**src/common/framePkg.sv**
```systemverilog
`default_nettype none

package framePkg;

	typedef logic [11:0] orbWord_t;  // one frame word
	typedef logic [4:0] frameAddr_t; // word slot within a frame
	typedef logic [2:0] seqTag_t;    // slow word sequence tag

	// frame layout, fast region first
	localparam int FRAME_WORDS = 32;
	localparam int FAST_WORDS = 24;
	localparam int SLOW_BASE = 24;
	localparam int SLOW_WORDS = FRAME_WORDS - SLOW_BASE;

endpackage

`default_nettype wire

```
**src/common/serialPkg.sv**
```systemverilog
`default_nettype none

package serialPkg;

	typedef logic [7:0] byte_t;   // one received data byte
	typedef logic [2:0] bitIdx_t; // data bit position within a byte

	// 8N1 receiver phases
	typedef enum logic [1:0] {
		rxIdle,
		rxStart,
		rxData,
		rxStop
	} rxState_t;

endpackage

`default_nettype wire

```
**src/design/frameBuffer.sv**
```systemverilog
`timescale 1ns/1ps
`default_nettype none

module frameBuffer (
	input wire logic clk100MHz,
	input wire logic rstN,
	input wire framePkg::orbWord_t fastWord,
	input wire framePkg::frameAddr_t fastAddr,
	input wire logic fastValid,
	input wire framePkg::orbWord_t slowWord,
	input wire framePkg::frameAddr_t slowAddr,
	input wire logic slowValid,
	input wire framePkg::frameAddr_t rdAddr,
	input wire logic rdEn,
	input wire logic frameEnd,
	output framePkg::orbWord_t rdWord,
	output logic frameStart
);

	localparam int DEPTH = framePkg::FRAME_WORDS;

	framePkg::orbWord_t mem [2][DEPTH];
	logic [DEPTH-1:0] live [2]; // slot written since it was last sent
	logic fillSel;
	logic sendSel;

	framePkg::orbWord_t pendWord;
	framePkg::frameAddr_t pendAddr;
	logic pendValid;
	logic pendLoad;

	framePkg::orbWord_t wrWord;
	framePkg::frameAddr_t wrAddr;
	logic wrEn;

	assign sendSel = ~fillSel;
	assign pendLoad = slowValid && (fastValid || pendValid); // slow word loses this cycle

	// fast first, then a parked slow word, then a fresh slow word
	always_comb begin
		wrEn = fastValid | pendValid | slowValid;
		wrWord = slowWord;
		wrAddr = slowAddr;
		if (fastValid) begin
			wrWord = fastWord;
			wrAddr = fastAddr;
		end else if (pendValid) begin
			wrWord = pendWord;
			wrAddr = pendAddr;
		end
	end

	always_ff @(posedge clk100MHz) begin
		if (!rstN) begin
			pendValid <= 1'b0;
		end else if (pendLoad) begin
			pendValid <= 1'b1;
		end else if (!fastValid) begin
			pendValid <= 1'b0; // parked word went out
		end
	end

	always_ff @(posedge clk100MHz) begin
		if (pendLoad) begin
			pendWord <= slowWord;
			pendAddr <= slowAddr;
		end
	end

	always_ff @(posedge clk100MHz) begin
		if (!rstN) begin
			fillSel <= 1'b0;
			frameStart <= 1'b0;
		end else begin
			frameStart <= frameEnd;
			if (frameEnd) begin
				fillSel <= ~fillSel; // ping-pong swap
			end
		end
	end

	always_ff @(posedge clk100MHz) begin
		if (wrEn) begin
			mem[fillSel][wrAddr] <= wrWord;
		end
	end

	always_ff @(posedge clk100MHz) begin
		if (!rstN) begin
			live[0] <= '0;
			live[1] <= '0;
			rdWord <= '0;
		end else begin
			if (wrEn) begin
				live[fillSel][wrAddr] <= 1'b1;
			end
			if (rdEn) begin
				live[sendSel][rdAddr] <= 1'b0; // clear after read
				rdWord <= live[sendSel][rdAddr] ? mem[sendSel][rdAddr] : '0;
			end
		end
	end

endmodule

`default_nettype wire

```
**src/design/frameReader.sv**
```systemverilog
`timescale 1ns/1ps
`default_nettype none

module frameReader #(
	parameter int WORD_DIV = 16
) (
	input wire logic clk100MHz,
	input wire logic rstN,
	input wire framePkg::orbWord_t rdWord,
	output framePkg::frameAddr_t rdAddr,
	output logic rdEn,
	output logic frameEnd,
	output framePkg::orbWord_t orbWord,
	output logic orbWordValid,
	output logic orbFrame
);

	localparam int DIV_W = $clog2(WORD_DIV);
	localparam logic [DIV_W-1:0] DIV_END = DIV_W'(WORD_DIV - 1);
	localparam framePkg::frameAddr_t LAST_ADDR =
		framePkg::frameAddr_t'(framePkg::FRAME_WORDS - 1);

	logic [DIV_W-1:0] divCnt;

	always_ff @(posedge clk100MHz) begin
		if (!rstN) begin
			divCnt <= '0;
			rdEn <= 1'b0;
		end else begin
			rdEn <= (divCnt == DIV_END); // one read per word period
			divCnt <= (divCnt == DIV_END) ? '0 : divCnt + 1'b1;
		end
	end

	always_ff @(posedge clk100MHz) begin
		if (!rstN) begin
			rdAddr <= '0;
			frameEnd <= 1'b0;
			orbWordValid <= 1'b0;
			orbFrame <= 1'b0;
		end else begin
			orbWordValid <= rdEn;
			orbFrame <= rdEn && (rdAddr == '0); // frame marker on slot 0
			frameEnd <= rdEn && (rdAddr == LAST_ADDR);
			if (rdEn) begin
				rdAddr <= (rdAddr == LAST_ADDR) ? '0 : rdAddr + 1'b1;
			end
		end
	end

	// buffer word lands in the same cycle as the valid stage
	assign orbWord = rdWord;

endmodule

`default_nettype wire

```
**src/design/orbTop.sv**
```systemverilog
`timescale 1ns/1ps
`default_nettype none

module orbTop #(
	parameter int BIT_DIV = 8,
	parameter int WORD_DIV = 16
) (
	input wire logic clk100MHz,
	input wire logic rstN,
	input wire logic rxFast,
	input wire logic rxSlow,
	output wire framePkg::orbWord_t orbWord,
	output wire logic orbWordValid,
	output wire logic orbFrame
);

	wire serialPkg::byte_t fastByte;
	wire serialPkg::byte_t slowByte;
	wire logic fastByteValid;
	wire logic slowByteValid;
	wire framePkg::orbWord_t fastWord;
	wire framePkg::orbWord_t slowWord;
	wire framePkg::frameAddr_t fastAddr;
	wire framePkg::frameAddr_t slowAddr;
	wire logic fastValid;
	wire logic slowValid;
	wire framePkg::frameAddr_t rdAddr;
	wire framePkg::orbWord_t rdWord;
	wire logic rdEn;
	wire logic frameEnd;
	wire logic frameStart;

	uartRx #(.BIT_DIV(BIT_DIV)) instRxFast (
		.clk100MHz(clk100MHz),
		.rstN(rstN),
		.rx(rxFast),
		.byteData(fastByte),
		.byteValid(fastByteValid)
	);

	uartRx #(.BIT_DIV(BIT_DIV)) instRxSlow (
		.clk100MHz(clk100MHz),
		.rstN(rstN),
		.rx(rxSlow),
		.byteData(slowByte),
		.byteValid(slowByteValid)
	);

	fastPacker instFastPack (
		.clk100MHz(clk100MHz),
		.rstN(rstN),
		.byteData(fastByte),
		.byteValid(fastByteValid),
		.frameStart(frameStart),
		.wordData(fastWord),
		.wordAddr(fastAddr),
		.wordValid(fastValid)
	);

	slowPacker instSlowPack (
		.clk100MHz(clk100MHz),
		.rstN(rstN),
		.byteData(slowByte),
		.byteValid(slowByteValid),
		.frameStart(frameStart),
		.wordData(slowWord),
		.wordAddr(slowAddr),
		.wordValid(slowValid)
	);

	frameBuffer instBuf (
		.clk100MHz(clk100MHz),
		.rstN(rstN),
		.fastWord(fastWord),
		.fastAddr(fastAddr),
		.fastValid(fastValid),
		.slowWord(slowWord),
		.slowAddr(slowAddr),
		.slowValid(slowValid),
		.rdAddr(rdAddr),
		.rdEn(rdEn),
		.frameEnd(frameEnd),
		.rdWord(rdWord),
		.frameStart(frameStart)
	);

	frameReader #(.WORD_DIV(WORD_DIV)) instReader (
		.clk100MHz(clk100MHz),
		.rstN(rstN),
		.rdWord(rdWord),
		.rdAddr(rdAddr),
		.rdEn(rdEn),
		.frameEnd(frameEnd),
		.orbWord(orbWord),
		.orbWordValid(orbWordValid),
		.orbFrame(orbFrame)
	);

endmodule

`default_nettype wire

```
**src/design/uartRx.sv**
```systemverilog
`timescale 1ns/1ps
`default_nettype none

module uartRx #(
	parameter int BIT_DIV = 8
) (
	input wire logic clk100MHz,
	input wire logic rstN,
	input wire logic rx,
	output serialPkg::byte_t byteData,
	output logic byteValid
);

	localparam int CNT_W = $clog2(BIT_DIV) + 1;
	localparam logic [CNT_W-1:0] MID_CNT = CNT_W'(BIT_DIV / 2 - 1);
	localparam logic [CNT_W-1:0] END_CNT = CNT_W'(BIT_DIV - 1);

	logic rxMeta;
	logic rxSync;
	logic rxPrev;
	serialPkg::rxState_t state;
	logic [CNT_W-1:0] cnt;
	serialPkg::bitIdx_t bitIdx;
	serialPkg::byte_t shiftReg;

	always_ff @(posedge clk100MHz) begin
		if (!rstN) begin
			rxMeta <= 1'b1; // line idles high
			rxSync <= 1'b1;
			rxPrev <= 1'b1;
		end else begin
			rxMeta <= rx;
			rxSync <= rxMeta;
			rxPrev <= rxSync;
		end
	end

	always_ff @(posedge clk100MHz) begin
		if (!rstN) begin
			state <= serialPkg::rxIdle;
			cnt <= '0;
			bitIdx <= '0;
			byteValid <= 1'b0;
		end else begin
			byteValid <= 1'b0;
			case (state)
				serialPkg::rxIdle: begin
					cnt <= '0;
					if (rxPrev && !rxSync) begin
						state <= serialPkg::rxStart; // falling edge of start bit
					end
				end
				serialPkg::rxStart: begin
					if (cnt == MID_CNT) begin
						cnt <= '0;
						bitIdx <= '0;
						// glitch shorter than half a bit goes back to idle
						state <= rxSync ? serialPkg::rxIdle : serialPkg::rxData;
					end else begin
						cnt <= cnt + 1'b1;
					end
				end
				serialPkg::rxData: begin
					if (cnt == END_CNT) begin
						cnt <= '0;
						bitIdx <= bitIdx + 1'b1;
						if (bitIdx == 3'd7) begin
							state <= serialPkg::rxStop;
						end
					end else begin
						cnt <= cnt + 1'b1;
					end
				end
				serialPkg::rxStop: begin
					if (cnt == END_CNT) begin
						state <= serialPkg::rxIdle;
						byteValid <= rxSync; // framing error drops the byte
					end else begin
						cnt <= cnt + 1'b1;
					end
				end
				default: state <= serialPkg::rxIdle;
			endcase
		end
	end

	always_ff @(posedge clk100MHz) begin
		if (state == serialPkg::rxData && cnt == END_CNT) begin
			shiftReg <= {rxSync, shiftReg[7:1]}; // lsb first
		end
		if (state == serialPkg::rxStop && cnt == END_CNT) begin
			byteData <= shiftReg;
		end
	end

endmodule

`default_nettype wire

```
**src/packer/fastPacker.sv**
```systemverilog
`timescale 1ns/1ps
`default_nettype none

module fastPacker (
	input wire logic clk100MHz,
	input wire logic rstN,
	input wire serialPkg::byte_t byteData,
	input wire logic byteValid,
	input wire logic frameStart,
	output framePkg::orbWord_t wordData,
	output framePkg::frameAddr_t wordAddr,
	output logic wordValid
);

	localparam framePkg::frameAddr_t FAST_END = framePkg::frameAddr_t'(framePkg::FAST_WORDS);

	logic [1:0] phase;
	logic [1:0] phaseNow;
	framePkg::frameAddr_t addrCnt;
	framePkg::frameAddr_t addrNow;
	serialPkg::byte_t byteA;
	serialPkg::byte_t byteB;
	logic roomLeft;

	// a new frame restarts the triple and the region
	assign phaseNow = frameStart ? 2'd0 : phase;
	assign addrNow = frameStart ? '0 : addrCnt;
	assign roomLeft = (addrNow != FAST_END);

	always_ff @(posedge clk100MHz) begin
		if (!rstN) begin
			phase <= 2'd0;
			addrCnt <= '0;
			wordValid <= 1'b0;
		end else begin
			wordValid <= 1'b0;
			phase <= phaseNow;
			addrCnt <= addrNow;
			if (byteValid) begin
				case (phaseNow)
					2'd0: phase <= 2'd1;
					2'd1: begin
						phase <= 2'd2;
						wordValid <= roomLeft;
						if (roomLeft) begin
							addrCnt <= addrNow + 1'b1;
						end
					end
					default: begin
						phase <= 2'd0; // triple complete
						wordValid <= roomLeft;
						if (roomLeft) begin
							addrCnt <= addrNow + 1'b1;
						end
					end
				endcase
			end
		end
	end

	always_ff @(posedge clk100MHz) begin
		if (byteValid) begin
			wordAddr <= addrNow;
			case (phaseNow)
				2'd0: byteA <= byteData;
				2'd1: begin
					byteB <= byteData;
					wordData <= {byteA, byteData[7:4]}; // a plus upper nibble of b
				end
				default: wordData <= {byteB[3:0], byteData}; // lower nibble of b plus c
			endcase
		end
	end

endmodule

`default_nettype wire

```
**src/packer/slowPacker.sv**
```systemverilog
`timescale 1ns/1ps
`default_nettype none

module slowPacker (
	input wire logic clk100MHz,
	input wire logic rstN,
	input wire serialPkg::byte_t byteData,
	input wire logic byteValid,
	input wire logic frameStart,
	output framePkg::orbWord_t wordData,
	output framePkg::frameAddr_t wordAddr,
	output logic wordValid
);

	localparam logic [3:0] SLOT_END = 4'(framePkg::SLOW_WORDS);
	localparam framePkg::frameAddr_t SLOW_START = framePkg::frameAddr_t'(framePkg::SLOW_BASE);

	framePkg::seqTag_t seq;
	logic [3:0] slotCnt;
	logic [3:0] slotNow;
	logic roomLeft;
	logic parityBit;

	assign slotNow = frameStart ? '0 : slotCnt;
	assign roomLeft = (slotNow != SLOT_END);
	assign parityBit = ~^byteData; // odd count of ones over byte and parity

	always_ff @(posedge clk100MHz) begin
		if (!rstN) begin
			seq <= '0;
			slotCnt <= '0;
			wordValid <= 1'b0;
		end else begin
			wordValid <= 1'b0;
			slotCnt <= slotNow;
			if (byteValid) begin
				seq <= seq + 1'b1; // counts every byte, dropped ones too
				wordValid <= roomLeft;
				if (roomLeft) begin
					slotCnt <= slotNow + 1'b1;
				end
			end
		end
	end

	always_ff @(posedge clk100MHz) begin
		if (byteValid) begin
			wordData <= {seq, parityBit, byteData};
			wordAddr <= SLOW_START + framePkg::frameAddr_t'(slotNow);
		end
	end

endmodule

`default_nettype wire

```
**config.mk**
```make
export PLATFORM = sky130hd
export DESIGN_NAME = orbTop
export DESIGN_NICKNAME = d
export VERILOG_FILES = /design/src/common/framePkg.sv /design/src/common/serialPkg.sv /design/src/design/frameBuffer.sv /design/src/design/frameReader.sv /design/src/design/orbTop.sv /design/src/design/uartRx.sv /design/src/packer/fastPacker.sv /design/src/packer/slowPacker.sv
export SDC_FILE = /design/constraint.sdc
export NUM_CORES = 1
export LEC_CHECK = 0
export BUFFER_PORTS_ARGS = -buffer_cell sky130_fd_sc_hd__buf_2
export CORE_UTILIZATION = 55
export DETAILED_ROUTE_END_ITERATION = 10
export PLACE_DENSITY = 0.8
export SYNTH_ARGS = -nofsm -noshare
export SYNTH_HDL_FRONTEND = slang
export SYNTH_HIERARCHICAL = 1
export SYNTH_SLANG_ARGS = --single-unit
export TNS_END_PERCENT = 20
```
**constraint.sdc**
```tcl
create_clock -name clk100MHz -period 5.8 [get_ports clk100MHz]
set_clock_uncertainty 0.1 [all_clocks]
set_input_delay 0.29 -clock clk100MHz [delete_from_list [all_inputs] [get_ports clk100MHz]]
set_output_delay 0.29 -clock clk100MHz [all_outputs]
set_load 0.03 [all_outputs]
```
# Word level (Yosys, flattened, before mapping)
# Memory sizes are Yosys's and may differ from the RTL's.
# Cells that the tools add are included.
[totals]
register_bits = 165
latch_bits = 0
ramBits = 832
mem_bits_ro = 0
output_inout_bits = 14
word_cells = 207
mem_count = 2
[memory_table]
columns = ["memory", "words", "word_bits", "rd", "rd_ports_with_merged_regs", "write_ports", "line", "rtl"]
rows = [
  ["instBuf.mem", 2, 384, 1, 0, 1, "frameBuffer.sv:22", "framePkg::orbWord_t mem [2][DEPTH];"],
  ["instBuf.live", 2, 32, 1, 0, 2, "frameBuffer.sv:23", "logic [DEPTH-1:0] live [2];"],
]
[op_classes]
addsub = 10
mul = 0
n_div = 0
n_lt_le_gt_ge = 7
n_eq_ne = 30
shift = 0
muxes = 72
bitwise = 8
n_reduce_logical = 36
[op_table]
columns = ["operator", "n"]
rows = [
  ["2-to-1 mux 384 bit", 1],
  ["2-to-1 mux 32 bit", 6],
  ["2-to-1 mux 12 bit", 6],
  ["OR reduction 32 bit", 2],
  ["binary-select mux 12 bit (select 5 bit)", 1],
  ["demux 12 bit (select 5 bit)", 1],
  ["2-to-1 mux 4 bit", 9],
  ["2-to-1 mux 5 bit", 7],
  ["case mux 4 bit (4 select lines)", 2],
  ["2-to-1 mux 2 bit", 14],
  ["case mux 12 bit (2 select lines)", 1],
  ["inequality test 2 x 1 -> 1 bit (second input constant)", 11],
  ["adder 4 x 1 -> 4 bit (second input constant)", 4],
  ["case mux 2 bit (4 select lines)", 2],
  [">= comparator 6 bit (second input constant)", 2],
  ["logical AND 1 bit", 12],
  ["< comparator 5 x 6 -> 1 bit (second input constant)", 2],
  ["2-to-1 mux 1 bit", 12],
  ["2-to-1 mux 3 bit", 4],
  ["inverter 5 -> 6 bit", 2],
  ["case mux 3 bit (2 select lines)", 2],
  ["AND reduction 3 bit", 4],
  ["adder 5 x 1 -> 5 bit (second input constant)", 2],
  ["demux 1 bit (select 5 bit)", 2],
  ["28 further kinds", 52],
]

# Logic depth before layout (Yosys ltp)
[logic_depth]
depth_word = 9
mapped_depth = 9
ltp_nobuf = 6

# Cells and area by module
# The synthesis kept the hierarchy.
[modules_own_cells]
columns = ["module", "n_inst", "cells_per_inst", "area_per_inst_um2", "seq_area_each_um2"]
rows = [
  ["frameBuffer", 1, 1690, 33601.0, 25154.1],
  ["fastPacker", 1, 93, 1446.4, 1031.0],
  ["uartRx at instRxFast", 1, 87, 1137.3, 740.7],
  ["uartRx at instRxSlow", 1, 84, 1111.1, 740.7],
  ["slowPacker", 1, 63, 923.4, 640.6],
  ["frameReader", 1, 68, 615.6, 260.2],
]

# Least setup slack after synthesis
# No wires, ideal clock.
[synth_timing]
path_kind = "reg2reg"
from = "reg instBuf.pendValid"
to = "mem instBuf/mem[0][100] (netlist bit) (data pin)"
setup_time_ns = 0.702
arrival_ns = 3.610
required_ns = 4.998
setup_slack_ns = 1.388
stages_incl_launch_ff = 5
synth_period_minus_slack_ns = 4.412
cell_sequence = "dfxtp_1 -> buf_6 -> buf_1 -> mux2i_1 -> o21ai_0"
[synth_between]
elab_chain_len = 2
[synth_lines]
columns = ["item", "line", "rtl"]
rows = [
  ["from (decl)", "frameBuffer.sv:29", "logic pendValid;"],
  ["from (signal assigned)", "frameBuffer.sv:55", "pendValid <= 1'b0;"],
  ["from (signal assigned)", "frameBuffer.sv:57", "pendValid <= 1'b1;"],
  ["from (signal assigned)", "frameBuffer.sv:59", "pendValid <= 1'b0;"],
  ["2-to-1 mux 12 bit", "frameBuffer.sv:47", "end else if (pendValid) begin"],
  ["2-to-1 mux 12 bit", "frameBuffer.sv:44", "if (fastValid) begin"],
  ["named net instBuf.wrWord[4]", "frameBuffer.sv:32", "framePkg::orbWord_t wrWord;"],
  ["to (decl)", "frameBuffer.sv:22", ""],
]
# The timed path passes the listed nets, and every way through them passes these cells.

# Worst setup path in the final report
[layout_timing]
from = "reg instBuf.pendValid"
to = "mem instBuf/mem[0][89] (netlist bit), enable pin"
[layout_between]
elab_chain_len = 8
elab_cells_between_ends = 12
classes_between = "order compare (2); mux (6); bitwise (3); reduce/logical (1)"
[layout_lines]
columns = ["item", "line", "rtl"]
rows = [
  ["2-to-1 mux 5 bit", "frameBuffer.sv:47", ""],
  ["2-to-1 mux 5 bit", "frameBuffer.sv:44", ""],
  ["inverter 5 -> 6 bit (not written as such)", "frameBuffer.sv:84", "mem[fillSel][wrAddr] <= wrWord;"],
  [">= comparator 6 bit (not written as such) or < comparator 6 x 1 -> 1 bit (tied branches)", "frameBuffer.sv:84", ""],
  ["logical AND 1 bit (not written as such)", "frameBuffer.sv:84", ""],
  ["2-to-1 mux 12 bit (not written as such)", "frameBuffer.sv:84", ""],
  ["demux 12 bit (select 5 bit)", "frameBuffer.sv:84", ""],
  ["2-to-1 mux 384 bit (not written as such) *", "frameBuffer.sv:84", ""],
]
# Mark *: on every way between the ends. The rest lies on a longest branch, timed or not.

==> metrics.yaml <==
synth:
  synthTopCellsByCount: "edfxtp_1 (862), mux4_2 (206), dfxtp_1 (134)"
  synthMuxAreaShare_pct: 13.0
  synth_top_cell_by_area: "edfxtp_1"
  synth-xor-area-share_pct: 0.383
  synthArstFlopShare_pct: 0
  syn_nets: 2101
  synth_area_per_cell_um2: 18.6
  synth-seq-cells: 996
  ys_types: 63
  synth_compound_area_share_pct: 5.84
  syn-cell-area_mm2: 0.0388
  synthTopCellsByArea: "edfxtp_1 (67%), mux4_2 (12%), dfxtp_1 (6.9%), a22oi_1 (2.0%), o21a_1 (1.2%)"
  synth_top_area_share_pct: 66.7
  synth-seq-area-share_pct: 73.6
  synth-adder-area-share_pct: 0.387
  synth_top_family_by_area: "multiplexers"
  synth-simple-area-share_pct: 4.47
  synth-edff-count: 862
  synth_most_common_cell: "edfxtp_1"
  synth_ff_type: "edfxtp_1"
  synth_warnings: 6
  synthCells: 2085
pwr:
  seq_power_share_pct: 54.8
  p_int_w: 0.0114
  total_power_w: 0.0140
  p_clk_share_pct: 44.9
  sw_frac_of_total_pct: 18.9
  p_switching_w: 0.00264
  peakVddDrop_uv: 233
  p_per_area_mw_per_mm2: 325
  p_leak_nw: 13.4
  share_comb_of_total_power_pct: 0.2
placement:
  io_buffers: 17
  dp_cells: 2962
  place_worst_setup_slack_ns: 2.01
  hpwl_um: 54800
  gp_congestion: 0.943
setup_path:
  crit_path_end_kind: "flip-flop"
  crit_type: "flip-flop to flip-flop"
  worstPathMaxFanout: 22
  crit_arrival_ns: 4.09
  setup.worst_path.start_class: "flip-flop"
  crit_required_ns: 5.97
detailed_routing:
  antenna_left: 0
  routed_wl_um: 90200
  dr_total_vias: 20600
  dr.pass1.iters: 6
  drcViolationCount: 0
  drt_iter0_drc: 3009
  wl_per_cell_um: 28.7
  viasPerCell: 6.56
timing:
  final_max_slew_viol_count: 0
  clock.fmax_mhz: 255
  finalHoldViolations: 0
  setup_tns_ns: 0
  tightest_slew_ns: 1.39
  rsz0062_at_grt: "false"
  setup_ws_ns: 1.88
  maxSlewHeadroom_pct: 6.87
  finalCritPeriodShare_pct: 67.6
  finalSetupViolCount: 0
  period_minus_slack_ns: 3.92
die:
  row_count: 97
  die_w_um: 268
  start_util_pct: 55.6
  die_area_mm2: 0.0717
  io_pins: 18
  coreArea_mm2: 0.0699
  die_h_um: 268
clock_tree:
  cts-root-buf: "clkbuf_16"
  path_clk_slew_ns: 0.06
  numCtsBuffers: 96
  clock-sinks: 996
  htree_levels: 3
  max-clock-path-buffers: 3
  insertion_delay_ns: 0.67
  cts_tree: "built"
  post_cts_buffers: 0
global_route:
  grt_start_max_net_pins: 75
  grt_use_total_pct: 26.0
  antenna_found_initial: 2
  grt_pass1_wl_um: 135000
  grt-ovfl-total: 0
  first_global_vias: 20500
final_layout:
  syn_to_final_growth_pct: 11.0
  drive_gt1_share_pct: 20.6
  layout.nets: 2138
  antennaDiodeCount: 0
  final_util_pct: 61.7
  finalNonFillerCells: 3143
min_path:
  hp-class: "input port to flip-flop"
outcome:
  status: "finished clean"
flow_run:
  max_cap_violations: 0
-- worst paths after layout --
kind	from	cells past startpoint	slack [ns]	end
max	instBuf/pendValid$_SDFFE_PN0P_	4	1.88	instBuf/mem[0][89]$_DFFE_PP_
min	rstN	2	0.06	instBuf/live[1][27]$_SDFF_PP0_
max reg2reg	instBuf/pendValid$_SDFFE_PN0P_	4	1.88	instBuf/mem[0][89]$_DFFE_PP_
min reg2reg	instRxFast/rxMeta$_SDFF_PN1_	1	0.31	instRxFast/rxSync$_SDFF_PN1_
-- layout by cell type (no fill, tap or decap), drive strengths merged, types with 14 or more instances in the layout --
master / Yosys / routed
and2: 14 / 14
mux2: 14 / 14
nand4: 27 / 27
a22oi: 102 / 102
a21oi: 17 / 17
nand3: 21 / 21
o21ai: 84 / 84
xnor2: 14 / 14
clkinv: 0 / 23
dfxtp: 134 / 134
mux2i: 21 / 21
edfxtp: 862 / 862
nand2: 82 / 82
inv: 54 / 58
nor2: 60 / 60
mux4: 208 / 208
a21boi: 40 / 40
clkbuf: 39 / 139
o21a: 63 / 63
nand2b: 15 / 15
buf: 76 / 52
-- sequential cells by signal, indices dropped and copies added (netlist names), 5 cells and up, named ones only --
register and count:
instBuf/live 64, instBuf/mem 768, instBuf/pendAddr 5, instBuf/pendWord 12
instBuf/rdWord 12, instFastPack/addrCnt 5, instFastPack/byteA 8, instFastPack/wordAddr 5
instFastPack/wordData 12, instReader/rdAddr 5, instRxFast/byteData 8, instRxFast/shiftReg 8
instRxSlow/byteData 8, instRxSlow/shiftReg 8, instSlowPack/wordData 12
-- logic make-up after synthesis --
logic type	after synthesis
DFF	996
AOI/OAI and AO/OA	332
and+or+nand+nor	316
muxes	243
buffers and inverters	169
xor gates and xnor gates	17
adders and majority gates	12
-- critical path: stages, from the launching register on --
cell	delay, ns
dfxtp_1	1.05
mux2i_1	0.17
o21ai_1	0.52
nand3_1	0.50
nor2_1	1.18
-- power groups by stage --
stage	registers [W]	logic (W)	clock network (W)
2_1_floorplan	0.00783	0.0000234	0
3_3_place_gp	0.00783	0.0000303	0
3_5_place_dp	0.00783	0.0000314	0
4_1_cts	0.00768	0.0000328	0.00636
5_1_grt	0.00767	0.0000361	0.00662
6_report	0.00768	0.0000338	0.00629
-- layer usage --
layer / GRT usage (%) / vias to the layer above / part of all wire (%)
met1: 35.6 / 10600 / 37
met5: 0 / - / 0.014
met3: 5.65 / 241 / 11
li1: - / 8495 / -
met4: 11.3 / 2 / 4.4
met2: 40.5 / 1291 / 47
-- metrics by stage --
step	cell area (um2)	hold slack [ns]
after floorplan	38800	0.263
after global placement	39900	0.295
after detailed placement	39900	0.296
after CTS	43100	0.000305
after global routing	43100	0.0294
final	43100	0.0560
-- final cells by class --
cell class	count	area, um2
inverter	54	203
clock inverter	40	510
sequential	996	28600
fill	4724	26800
tap	940	1180
timing repair buffer	54	420
multi-input combinational	920	9550
clock buffer	139	2690
-- repair_timing --
action,4_1_cts,5_1_grt
hold endpoints to repair,2,0
hold buffers,2,0
gates resized for setup,0,0
No activity file was read; power rests on OpenSTA's default activity.
